<file path="src/hdl/sec_cache_config.svh">
`ifndef SEC_CACHE_CONFIG_SVH
`define SEC_CACHE_CONFIG_SVH

// Bus widths
`define SC_ADDR_BITS 32
`define SC_DATA_BITS 32
`define SC_LINE_BITS 128

// Direct-mapped geometry
`define SC_LINES 8

// Address split derived from the widths above
`define SC_BYTE_OFF_BITS ($clog2(`SC_DATA_BITS / 8))
`define SC_WORD_OFF_BITS ($clog2(`SC_LINE_BITS / `SC_DATA_BITS))
`define SC_LINE_OFF_BITS (`SC_BYTE_OFF_BITS + `SC_WORD_OFF_BITS)
`define SC_INDEX_BITS ($clog2(`SC_LINES))
`define SC_TAG_BITS (`SC_ADDR_BITS - `SC_LINE_OFF_BITS - `SC_INDEX_BITS)

// Special addresses
`define SC_DIRECT_ADDR 32'h0000_0000
`define SC_CTRL_ADDR 32'h0000_0004

// Everything below this address is cacheable out of reset
`define SC_RESET_BOUNDARY 32'hc000

`endif

</file>
<file path="src/hdl/sec_cache_pkg.sv">
`include "sec_cache_config.svh"

package sec_cache_pkg;

	// How a request is routed once it has been classified
	typedef enum logic [1:0] {
		CLASS_DIRECT,
		CLASS_CACHED,
		CLASS_CTRL,
		CLASS_REFUSED
	} req_class_e;

	// ------------------------------------------------------------------
	// Processor side
	// ------------------------------------------------------------------

	typedef struct packed {
		logic                     write;
		logic [`SC_ADDR_BITS-1:0] addr;
		logic [`SC_DATA_BITS-1:0] data;
	} proc_req_t;

	typedef struct packed {
		logic                     write;
		logic [`SC_DATA_BITS-1:0] data;
	} proc_resp_t;

	// ------------------------------------------------------------------
	// Between stages
	// ------------------------------------------------------------------

	typedef struct packed {
		req_class_e               cls;
		logic                     write;
		logic [`SC_ADDR_BITS-1:0] addr;
		logic [`SC_DATA_BITS-1:0] data;
		logic                     domain;
	} stage_item_t;

	// Served means the response word is already known
	typedef struct packed {
		stage_item_t              req;
		logic                     served;
		logic [`SC_DATA_BITS-1:0] hit_data;
	} mem_item_t;

	// ------------------------------------------------------------------
	// Memory side
	// ------------------------------------------------------------------

	typedef struct packed {
		logic                     write;
		logic [`SC_ADDR_BITS-1:0] addr;
		logic [`SC_DATA_BITS-1:0] data;
	} mem_req_t;

	typedef struct packed {
		logic [`SC_ADDR_BITS-1:0] addr;
		logic [`SC_LINE_BITS-1:0] line;
	} line_fill_t;

	// Pick the addressed word out of a whole line
	function automatic logic [`SC_DATA_BITS-1:0] line_word(
		input logic [`SC_LINE_BITS-1:0] line,
		input logic [`SC_ADDR_BITS-1:0] addr
	);
		logic [`SC_WORD_OFF_BITS-1:0] woff;
		woff = addr[`SC_BYTE_OFF_BITS +: `SC_WORD_OFF_BITS];
		return line[woff * `SC_DATA_BITS +: `SC_DATA_BITS];
	endfunction

endpackage

</file>
<file path="src/hdl/req_classify.sv">
`include "sec_cache_config.svh"

module req_classify
	import sec_cache_pkg::*;
(
	input  logic        clk,
	input  logic        reset,

	input  proc_req_t   procreq_msg,
	input  logic        procreq_domain,
	input  logic        procreq_val,
	input  logic        procresp_val,
	output logic        procreq_rdy,

	output stage_item_t item,
	output logic        item_val
);

	logic                     busy;
	logic                     accept;
	logic [`SC_ADDR_BITS-1:0] boundary;
	req_class_e               cls;

	// Blocking front end with one item in flight
	assign procreq_rdy = !busy;
	assign accept      = procreq_val && procreq_rdy;

	// ------------------------------------------------------------------
	// Routing by address
	// ------------------------------------------------------------------

	always_comb begin
		if (procreq_msg.addr == `SC_DIRECT_ADDR) begin
			cls = CLASS_DIRECT;
		end else if (procreq_msg.addr == `SC_CTRL_ADDR) begin
			// Only the privileged domain may move the boundary
			cls = procreq_domain ? CLASS_CTRL : CLASS_REFUSED;
		end else if (boundary > procreq_msg.addr) begin
			cls = CLASS_CACHED;
		end else begin
			cls = CLASS_DIRECT;
		end
	end

	always_ff @(posedge clk) begin
		if (reset) begin
			busy     <= 1'b0;
			item_val <= 1'b0;
			boundary <= `SC_RESET_BOUNDARY;
		end else begin
			item_val <= accept;
			if (accept) begin
				busy <= 1'b1;
			end else if (procresp_val) begin
				busy <= 1'b0;
			end
			if (accept && cls == CLASS_CTRL) begin
				boundary <= procreq_msg.data;
			end
		end
	end

	always_ff @(posedge clk) begin
		if (accept) begin
			item.cls    <= cls;
			item.write  <= procreq_msg.write;
			item.addr   <= procreq_msg.addr;
			item.data   <= procreq_msg.data;
			item.domain <= procreq_domain;
		end
	end

	// No second item enters the pipe before the first one is answered
	a_one_in_flight: assert property (@(posedge clk) disable iff (reset)
		item_val |=> !item_val until procresp_val);

endmodule

</file>
<file path="src/hdl/line_cache.sv">
`include "sec_cache_config.svh"

module line_cache
	import sec_cache_pkg::*;
(
	input  logic        clk,
	input  logic        reset,

	input  stage_item_t item,
	input  logic        item_val,

	input  line_fill_t  fill,
	input  logic        fill_val,

	output mem_item_t   fwd,
	output logic        fwd_val
);

	logic [`SC_LINES-1:0]     valid;
	logic [`SC_TAG_BITS-1:0]  tag_mem  [`SC_LINES];
	logic [`SC_LINE_BITS-1:0] line_mem [`SC_LINES];

	logic [`SC_INDEX_BITS-1:0]    idx;
	logic [`SC_TAG_BITS-1:0]      tag;
	logic [`SC_WORD_OFF_BITS-1:0] woff;
	logic [`SC_INDEX_BITS-1:0]    fill_idx;
	logic [`SC_TAG_BITS-1:0]      fill_tag;
	logic                         cached;
	logic                         hit;
	logic [`SC_DATA_BITS-1:0]     hit_word;
	logic                         miss_wait;

	// ------------------------------------------------------------------
	// Lookup
	// ------------------------------------------------------------------

	assign idx  = item.addr[`SC_LINE_OFF_BITS +: `SC_INDEX_BITS];
	assign tag  = item.addr[`SC_ADDR_BITS-1 -: `SC_TAG_BITS];
	assign woff = item.addr[`SC_BYTE_OFF_BITS +: `SC_WORD_OFF_BITS];

	assign fill_idx = fill.addr[`SC_LINE_OFF_BITS +: `SC_INDEX_BITS];
	assign fill_tag = fill.addr[`SC_ADDR_BITS-1 -: `SC_TAG_BITS];

	assign cached   = item.cls == CLASS_CACHED;
	assign hit      = valid[idx] && tag_mem[idx] == tag;
	assign hit_word = line_word(line_mem[idx], item.addr);

	// ------------------------------------------------------------------
	// Control state
	// ------------------------------------------------------------------

	always_ff @(posedge clk) begin
		if (reset) begin
			valid     <= '0;
			miss_wait <= 1'b0;
			fwd_val   <= 1'b0;
		end else begin
			// A miss is forwarded as refill request and again once served
			fwd_val <= item_val || fill_val;
			if (item_val && cached && !item.write && !hit) begin
				miss_wait <= 1'b1;
			end else if (fill_val) begin
				miss_wait <= 1'b0;
			end
			if (fill_val) begin
				valid[fill_idx] <= 1'b1;
			end
		end
	end

	// ------------------------------------------------------------------
	// Arrays and forwarded item
	// ------------------------------------------------------------------

	always_ff @(posedge clk) begin
		if (fill_val) begin
			tag_mem[fill_idx]  <= fill_tag;
			line_mem[fill_idx] <= fill.line;
			// fwd still holds the waiting read
			fwd.served   <= 1'b1;
			fwd.hit_data <= line_word(fill.line, fill.addr);
		end else if (item_val) begin
			fwd.req      <= item;
			fwd.served   <= cached && !item.write && hit;
			fwd.hit_data <= hit_word;
			// Write-through with no allocate on a write miss
			if (cached && item.write && hit) begin
				line_mem[idx][woff * `SC_DATA_BITS +: `SC_DATA_BITS] <= item.data;
			end
		end
	end

	// Refill data only comes back for a read that missed
	a_fill_on_miss: assert property (@(posedge clk) disable iff (reset)
		fill_val |-> miss_wait);

endmodule

</file>
<file path="src/hdl/mem_stage.sv">
`include "sec_cache_config.svh"

module mem_stage
	import sec_cache_pkg::*;
(
	input  logic                     clk,
	input  logic                     reset,

	input  mem_item_t                fwd,
	input  logic                     fwd_val,

	output mem_req_t                 memreq_msg,
	output logic                     memreq_domain,
	output logic                     memreq_val,
	input  logic                     memreq_rdy,

	input  logic [`SC_LINE_BITS-1:0] memresp_line,
	input  logic                     memresp_val,

	output line_fill_t               fill,
	output logic                     fill_val,

	output proc_resp_t               procresp_msg,
	output logic                     procresp_domain,
	output logic                     procresp_val
);

	typedef enum logic [1:0] {
		ST_IDLE,
		ST_REQ,
		ST_WAIT
	} state_e;

	state_e    state;
	mem_item_t cur;
	logic      answer_now;
	logic      refill;

	// Nothing to fetch for these
	assign answer_now = fwd.served || fwd.req.cls == CLASS_CTRL ||
		fwd.req.cls == CLASS_REFUSED;

	// Unserved cached read means a line refill
	assign refill = cur.req.cls == CLASS_CACHED && !cur.req.write && !cur.served;

	// ------------------------------------------------------------------
	// Memory request held from cur until taken
	// ------------------------------------------------------------------

	assign memreq_val       = state == ST_REQ;
	assign memreq_msg.write = cur.req.write;
	assign memreq_msg.addr  = refill ?
		{cur.req.addr[`SC_ADDR_BITS-1:`SC_LINE_OFF_BITS], {`SC_LINE_OFF_BITS{1'b0}}} :
		cur.req.addr;
	assign memreq_msg.data  = cur.req.data;
	assign memreq_domain    = cur.req.domain;
	assign procresp_domain  = cur.req.domain;

	always_ff @(posedge clk) begin
		if (reset) begin
			state        <= ST_IDLE;
			procresp_val <= 1'b0;
			fill_val     <= 1'b0;
		end else begin
			procresp_val <= 1'b0;
			fill_val     <= 1'b0;
			case (state)
				ST_IDLE: begin
					if (fwd_val && answer_now) begin
						procresp_val <= 1'b1;
					end else if (fwd_val) begin
						state <= ST_REQ;
					end
				end
				ST_REQ: begin
					if (memreq_rdy) begin
						state <= ST_WAIT;
					end
				end
				ST_WAIT: begin
					if (memresp_val) begin
						state        <= ST_IDLE;
						fill_val     <= refill;
						procresp_val <= !refill;
					end
				end
				default: state <= ST_IDLE;
			endcase
		end
	end

	// Response and fill payload
	always_ff @(posedge clk) begin
		if (state == ST_IDLE && fwd_val) begin
			cur                <= fwd;
			procresp_msg.write <= fwd.req.write;
			procresp_msg.data  <= fwd.served ? fwd.hit_data : '0;
		end
		if (state == ST_WAIT && memresp_val) begin
			procresp_msg.data <= cur.req.write ? '0 : line_word(memresp_line, cur.req.addr);
			fill.addr         <= cur.req.addr;
			fill.line         <= memresp_line;
		end
	end

	// The cache forwards the next item only once this stage is free again
	a_fwd_when_idle: assert property (@(posedge clk) disable iff (reset)
		fwd_val |-> state == ST_IDLE);

endmodule

</file>
<file path="src/hdl/sec_cache_top.sv">
`include "sec_cache_config.svh"

module sec_cache_top
	import sec_cache_pkg::*;
(
	input  logic                     clk,
	input  logic                     reset,

	// Processor request
	input  proc_req_t                procreq_msg,
	input  logic                     procreq_domain,
	input  logic                     procreq_val,
	output logic                     procreq_rdy,

	// Processor response strobe
	output proc_resp_t               procresp_msg,
	output logic                     procresp_domain,
	output logic                     procresp_val,

	// Memory request
	output mem_req_t                 memreq_msg,
	output logic                     memreq_domain,
	output logic                     memreq_val,
	input  logic                     memreq_rdy,

	// Memory response carrying a full line
	input  logic [`SC_LINE_BITS-1:0] memresp_line,
	input  logic                     memresp_val
);

	stage_item_t item;
	logic        item_val;
	mem_item_t   fwd;
	logic        fwd_val;
	line_fill_t  fill;
	logic        fill_val;

	req_classify classify0 (
		.clk            (clk),
		.reset          (reset),
		.procreq_msg    (procreq_msg),
		.procreq_domain (procreq_domain),
		.procreq_val    (procreq_val),
		.procresp_val   (procresp_val),
		.procreq_rdy    (procreq_rdy),
		.item           (item),
		.item_val       (item_val)
	);

	line_cache cache0 (
		.clk      (clk),
		.reset    (reset),
		.item     (item),
		.item_val (item_val),
		.fill     (fill),
		.fill_val (fill_val),
		.fwd      (fwd),
		.fwd_val  (fwd_val)
	);

	mem_stage mem0 (
		.clk             (clk),
		.reset           (reset),
		.fwd             (fwd),
		.fwd_val         (fwd_val),
		.memreq_msg      (memreq_msg),
		.memreq_domain   (memreq_domain),
		.memreq_val      (memreq_val),
		.memreq_rdy      (memreq_rdy),
		.memresp_line    (memresp_line),
		.memresp_val     (memresp_val),
		.fill            (fill),
		.fill_val        (fill_val),
		.procresp_msg    (procresp_msg),
		.procresp_domain (procresp_domain),
		.procresp_val    (procresp_val)
	);

endmodule

</file>
<file path="config.mk">
export PLATFORM = sky130hd
export DESIGN_NAME = sec_cache_top
export DESIGN_NICKNAME = d
export VERILOG_FILES = /design/src/hdl/sec_cache_pkg.sv /design/src/hdl/req_classify.sv /design/src/hdl/line_cache.sv /design/src/hdl/mem_stage.sv /design/src/hdl/sec_cache_top.sv
export VERILOG_INCLUDE_DIRS = /design/src /design/src/hdl
export SDC_FILE = /design/constraint.sdc
export NUM_CORES = 2
export LEC_CHECK = 0
export BUFFER_PORTS_ARGS = -buffer_cell sky130_fd_sc_hd__buf_4
export CORE_UTILIZATION = 55
export CTS_CLUSTER_SIZE = 25
export DETAILED_ROUTE_END_ITERATION = 8
export PLACE_DENSITY_LB_ADDON = 0.08
export SYNTH_ARGS = -nofsm -noshare
export SYNTH_HDL_FRONTEND = slang
export SYNTH_SLANG_ARGS = --single-unit
</file>
<file path="constraint.sdc">
create_clock -name clk -period 10.35 [get_ports clk]
set_input_delay 0 -clock clk [delete_from_list [all_inputs] [get_ports clk]]
set_output_delay 0 -clock clk [all_outputs]
set_load 0.005 [all_outputs]
</file>
==> reports/results.ini <==
[cells_and_area]
final-seq-area_um2=50600
design_area_um2=80300
multiInputGateArea_um2=15300
fill_cells=7744
syn_to_final_growth_pct=20.0
fin_util=0.667
layout-drive-gt1-share=0.267
fin_nets=4300

[synth]
synthTopCellsByArea=edfxtp_1 (74%), mux4_2 (14%), nand2_1 (2.1%)
postSynthCellCount=3364
synth_commonest_cells=edfxtp_1 (1651), mux4_2 (420), nand2_1 (370)
async_reset_ff_frac=0
synth-seq-area-share=0.757
ys_ff_latch=1702
synth_ff_type=edfxtp_1
netlist-cell-type-count=54
synth_area_um2=66900
netlist.area_leader.share=0.741
syn_avg_cell_area_um2=19.9
syn_nets=3599
yosys_warnings=0
synth_edf_count=1651
yosysMostFrequentCell=edfxtp_1
synth_largest_area_cell=edfxtp_1

[pwr]
comb_power_share=0.063
internal_power_uw=11300
swShare=0.221
p_sw_uw=3220
power_frac_clock=0.413
leakagePower_uw=0.0266
ir_worst_vdd_v=0.000181
powerDensity_nw_per_um2=181
seq_power_share=0.524

[routing]
ant_nets=0
drc_errors=0
first_iter_violations=4869
routed-wl-met3_um=20700
vias=36806
wl_met2_um=88600
dr.pass1.iters=6
met1_length_um=76300
topRoutingLayerUsed=met5
routed_via_density=6.32
drt_wl_total_um=192000
wl_per_cell_um=33.0

[timing]
finalMaxSlewViolations=0
finalSetupViolations=0
rsz0062_at_grt=false
worstMarginPinSlew_ns=1.28
hold_violations=0
clock_skew_ns=0.0330
fin_setup_tns_ns=0
period_share=0.605
min_period_ns=6.26
fmax_mhz=160
relSlewSlack=0.145

[setup_path]
worst_setup_path_start_kind=register
rrSetupSlack_ns=4.09
crit_slowest_cell=buf_4
max_stage_delay_ns=1.03
crit_path_end_kind=register
crit_path_cell_trace=buf_4, nor2b_1, a22o_1, o21ai_0, nor4b_1, and4_1, nand4_1, buf_12, buf_4, o21ai_0
crit_family=buffers and inverters
critPathKind=reg -> reg
endpoint=cache0.line_mem[0][54]
cp_max_fo=162
r2r_end=cache0.line_mem[0][54]
crit_cells=10
crit_required_ns=10.73
worstPathBufferInverterCount=3
crit_arrival_ns=6.65
r2r_cells=10

[global_routing]
overflow=0
antenna_found_initial=16
grt_pass1_wl_um=271000
track_usage=0.319
grt_max_degree=163
grt_pass1_vias=36570

[placed_design]
port_buffers=301
dpl_cell_area_um2=70900
place_hpwl_um=122000
place.gp.congestion=0.888

[clock_network]
cts_max_level=4
cts_tree=yes
cts_resized=0
worstSkewPairLatency_ns=0.81
clock_path_buffers=3
cts-root-buf=clkbuf_16
cts.sinks=1702
cts_buffers=171
clk_pin_slew_ns=0.06

[floorplan]
die_h_um=351
core_area_um2=120000
num_rows=127
io_pins=302
fp.dieW_um=351
start_util=0.556
dieArea_um2=123000

[run_status]
status=finished clean

[run]
cap_violations=0

[worst_hold_path]
hold_class=in -> reg

-- per-stage QoR --
stage,std cells,power (uW),hold slack [ns],worst slack (ns)
2_1_floorplan,3364,8200,0.0989,5.80
3_3_place_gp,5110,8550,0.184,4.18
3_5_place_dp,5110,8550,0.181,4.19
4_1_cts,5820,14600,0.00572,4.15
5_1_grt,5823,14900,0.0500,3.73
6_report,5826,14500,0.0532,4.09
-- how the worst min path moves through the flow --
stage,start,end,slack [ns],cells after the start
floorplan,procreq_domain,classify0.item[0],0.1,0
global placement,procreq_msg[64],classify0.item[65],0.18,1
detailed placement,procreq_msg[64],classify0.item[65],0.18,1
CTS,procreq_msg[13],classify0.boundary[13],0.006,4
global route,memresp_line[31],mem0.fill[31],0.05,2
finish,procreq_msg[25],classify0.boundary[25],0.05,4
-- kinds of logic after synthesis --
| group | synth area share |
|---|---|
| adders and majority gates | 0.00673 |
| AOI/OAI and AO/OA | 0.0252 |
| and+or+nand+nor | 0.0336 |
| DFF | 0.757 |
| buffers and inverters | 0.0207 |
| muxes | 0.155 |
| xor gates and xnor gates | 0.00236 |
-- timing repair --
| item | in CTS | in global routing |
|---|---|---|
| endpoints found under the hold margin | 278 | 0 |
| buffers inserted | 0 | 0 |
| setup endpoints to repair | 0 | 0 |
| hold buffers | 394 | 0 |
-- power groups by stage --
| stage | sequential, uW | combinational, uW | clock (uW) |
|---|---|---|---|
| after floorplan | 7690 | 508 | 0 |
| after global placement | 7760 | 786 | 0 |
| after detailed placement | 7760 | 789 | 0 |
| after CTS | 7620 | 912 | 6040 |
| after global routing | 7620 | 958 | 6300 |
| final | 7620 | 919 | 6000 |
-- cells in the final DEF, fill, tap and decap left out, types with 5 or more instances in the layout --
| cell | count |
|---|---|
| edfxtp_1 | 1651 |
| mux4_2 | 420 |
| dlygate4sd3_1 | 394 |
| buf_4 | 370 |
| nand2_1 | 369 |
| clkbuf_16 | 171 |
| o21ai_0 | 138 |
| mux2i_1 | 70 |
| dfxtp_1 | 47 |
| clkinv_2 | 42 |
| a21oi_1 | 39 |
| a22o_1 | 38 |
| clkinv_1 | 38 |
| nor2_1 | 37 |
| ha_1 | 36 |
| inv_1 | 35 |
| nor2_4 | 34 |
| o21ai_1 | 32 |
| clkbuf_1 | 31 |
| nor2b_1 | 15 |
| mux2_2 | 14 |
| nand4_1 | 13 |
| nor3_1 | 13 |
| xor2_1 | 10 |
| bufinv_16 | 10 |
| nor4_1 | 9 |
| xnor2_1 | 8 |
| clkinvlp_4 | 8 |
| a21o_1 | 7 |
| o22ai_1 | 7 |
| diode_2 | 6 |
| inv_6 | 6 |
| nand2b_1 | 6 |
| nor2_2 | 6 |
| o21a_1 | 5 |
| clkinv_16 | 5 |
-- tightest hold or removal path, cell delays in order --
cell           delay (ns)
dlygate4sd3_1        0.53
buf_4                0.14
nand2_1              0.06
a21oi_1              0.07
-- final cells by class --
type                            count  area share
Antenna cell                        6    0.000187
Clock buffer                      203      0.0549
Clock inverter                    113      0.0126
Inverter                           40     0.00200
Multi-Input combinational cell   1383       0.190
Sequential cell                  1702       0.631
Tap cell                         1612      0.0251
Timing Repair Buffer              767      0.0845
-- registers in the layout, summed over array words and instances (netlist names), named ones only --
register	cells
cache0.line_mem	1024
cache0.tag_mem	200
mem0.fill	158
cache0.fwd	101
classify0.item	68
mem0.cur	35
mem0.procresp_msg	33
classify0.boundary	32
mem0.memreq_msg	32
cache0.valid	8
mem0.state	2
cache0.fwd_val	1
classify0.busy	1
classify0.item_val	1
mem0.fill_val	1
mem0.memreq_domain	1
mem0.procresp_val	1
-- metal layers --
layer | vias up | track usage
met5 | - | 0
met2 | 2145 | 0.477
met4 | 6 | 0.108
li1 | 14967 | -
met1 | 19372 | 0.466
met3 | 316 | 0.0750
No activity file was read; power rests on OpenSTA's default activity.
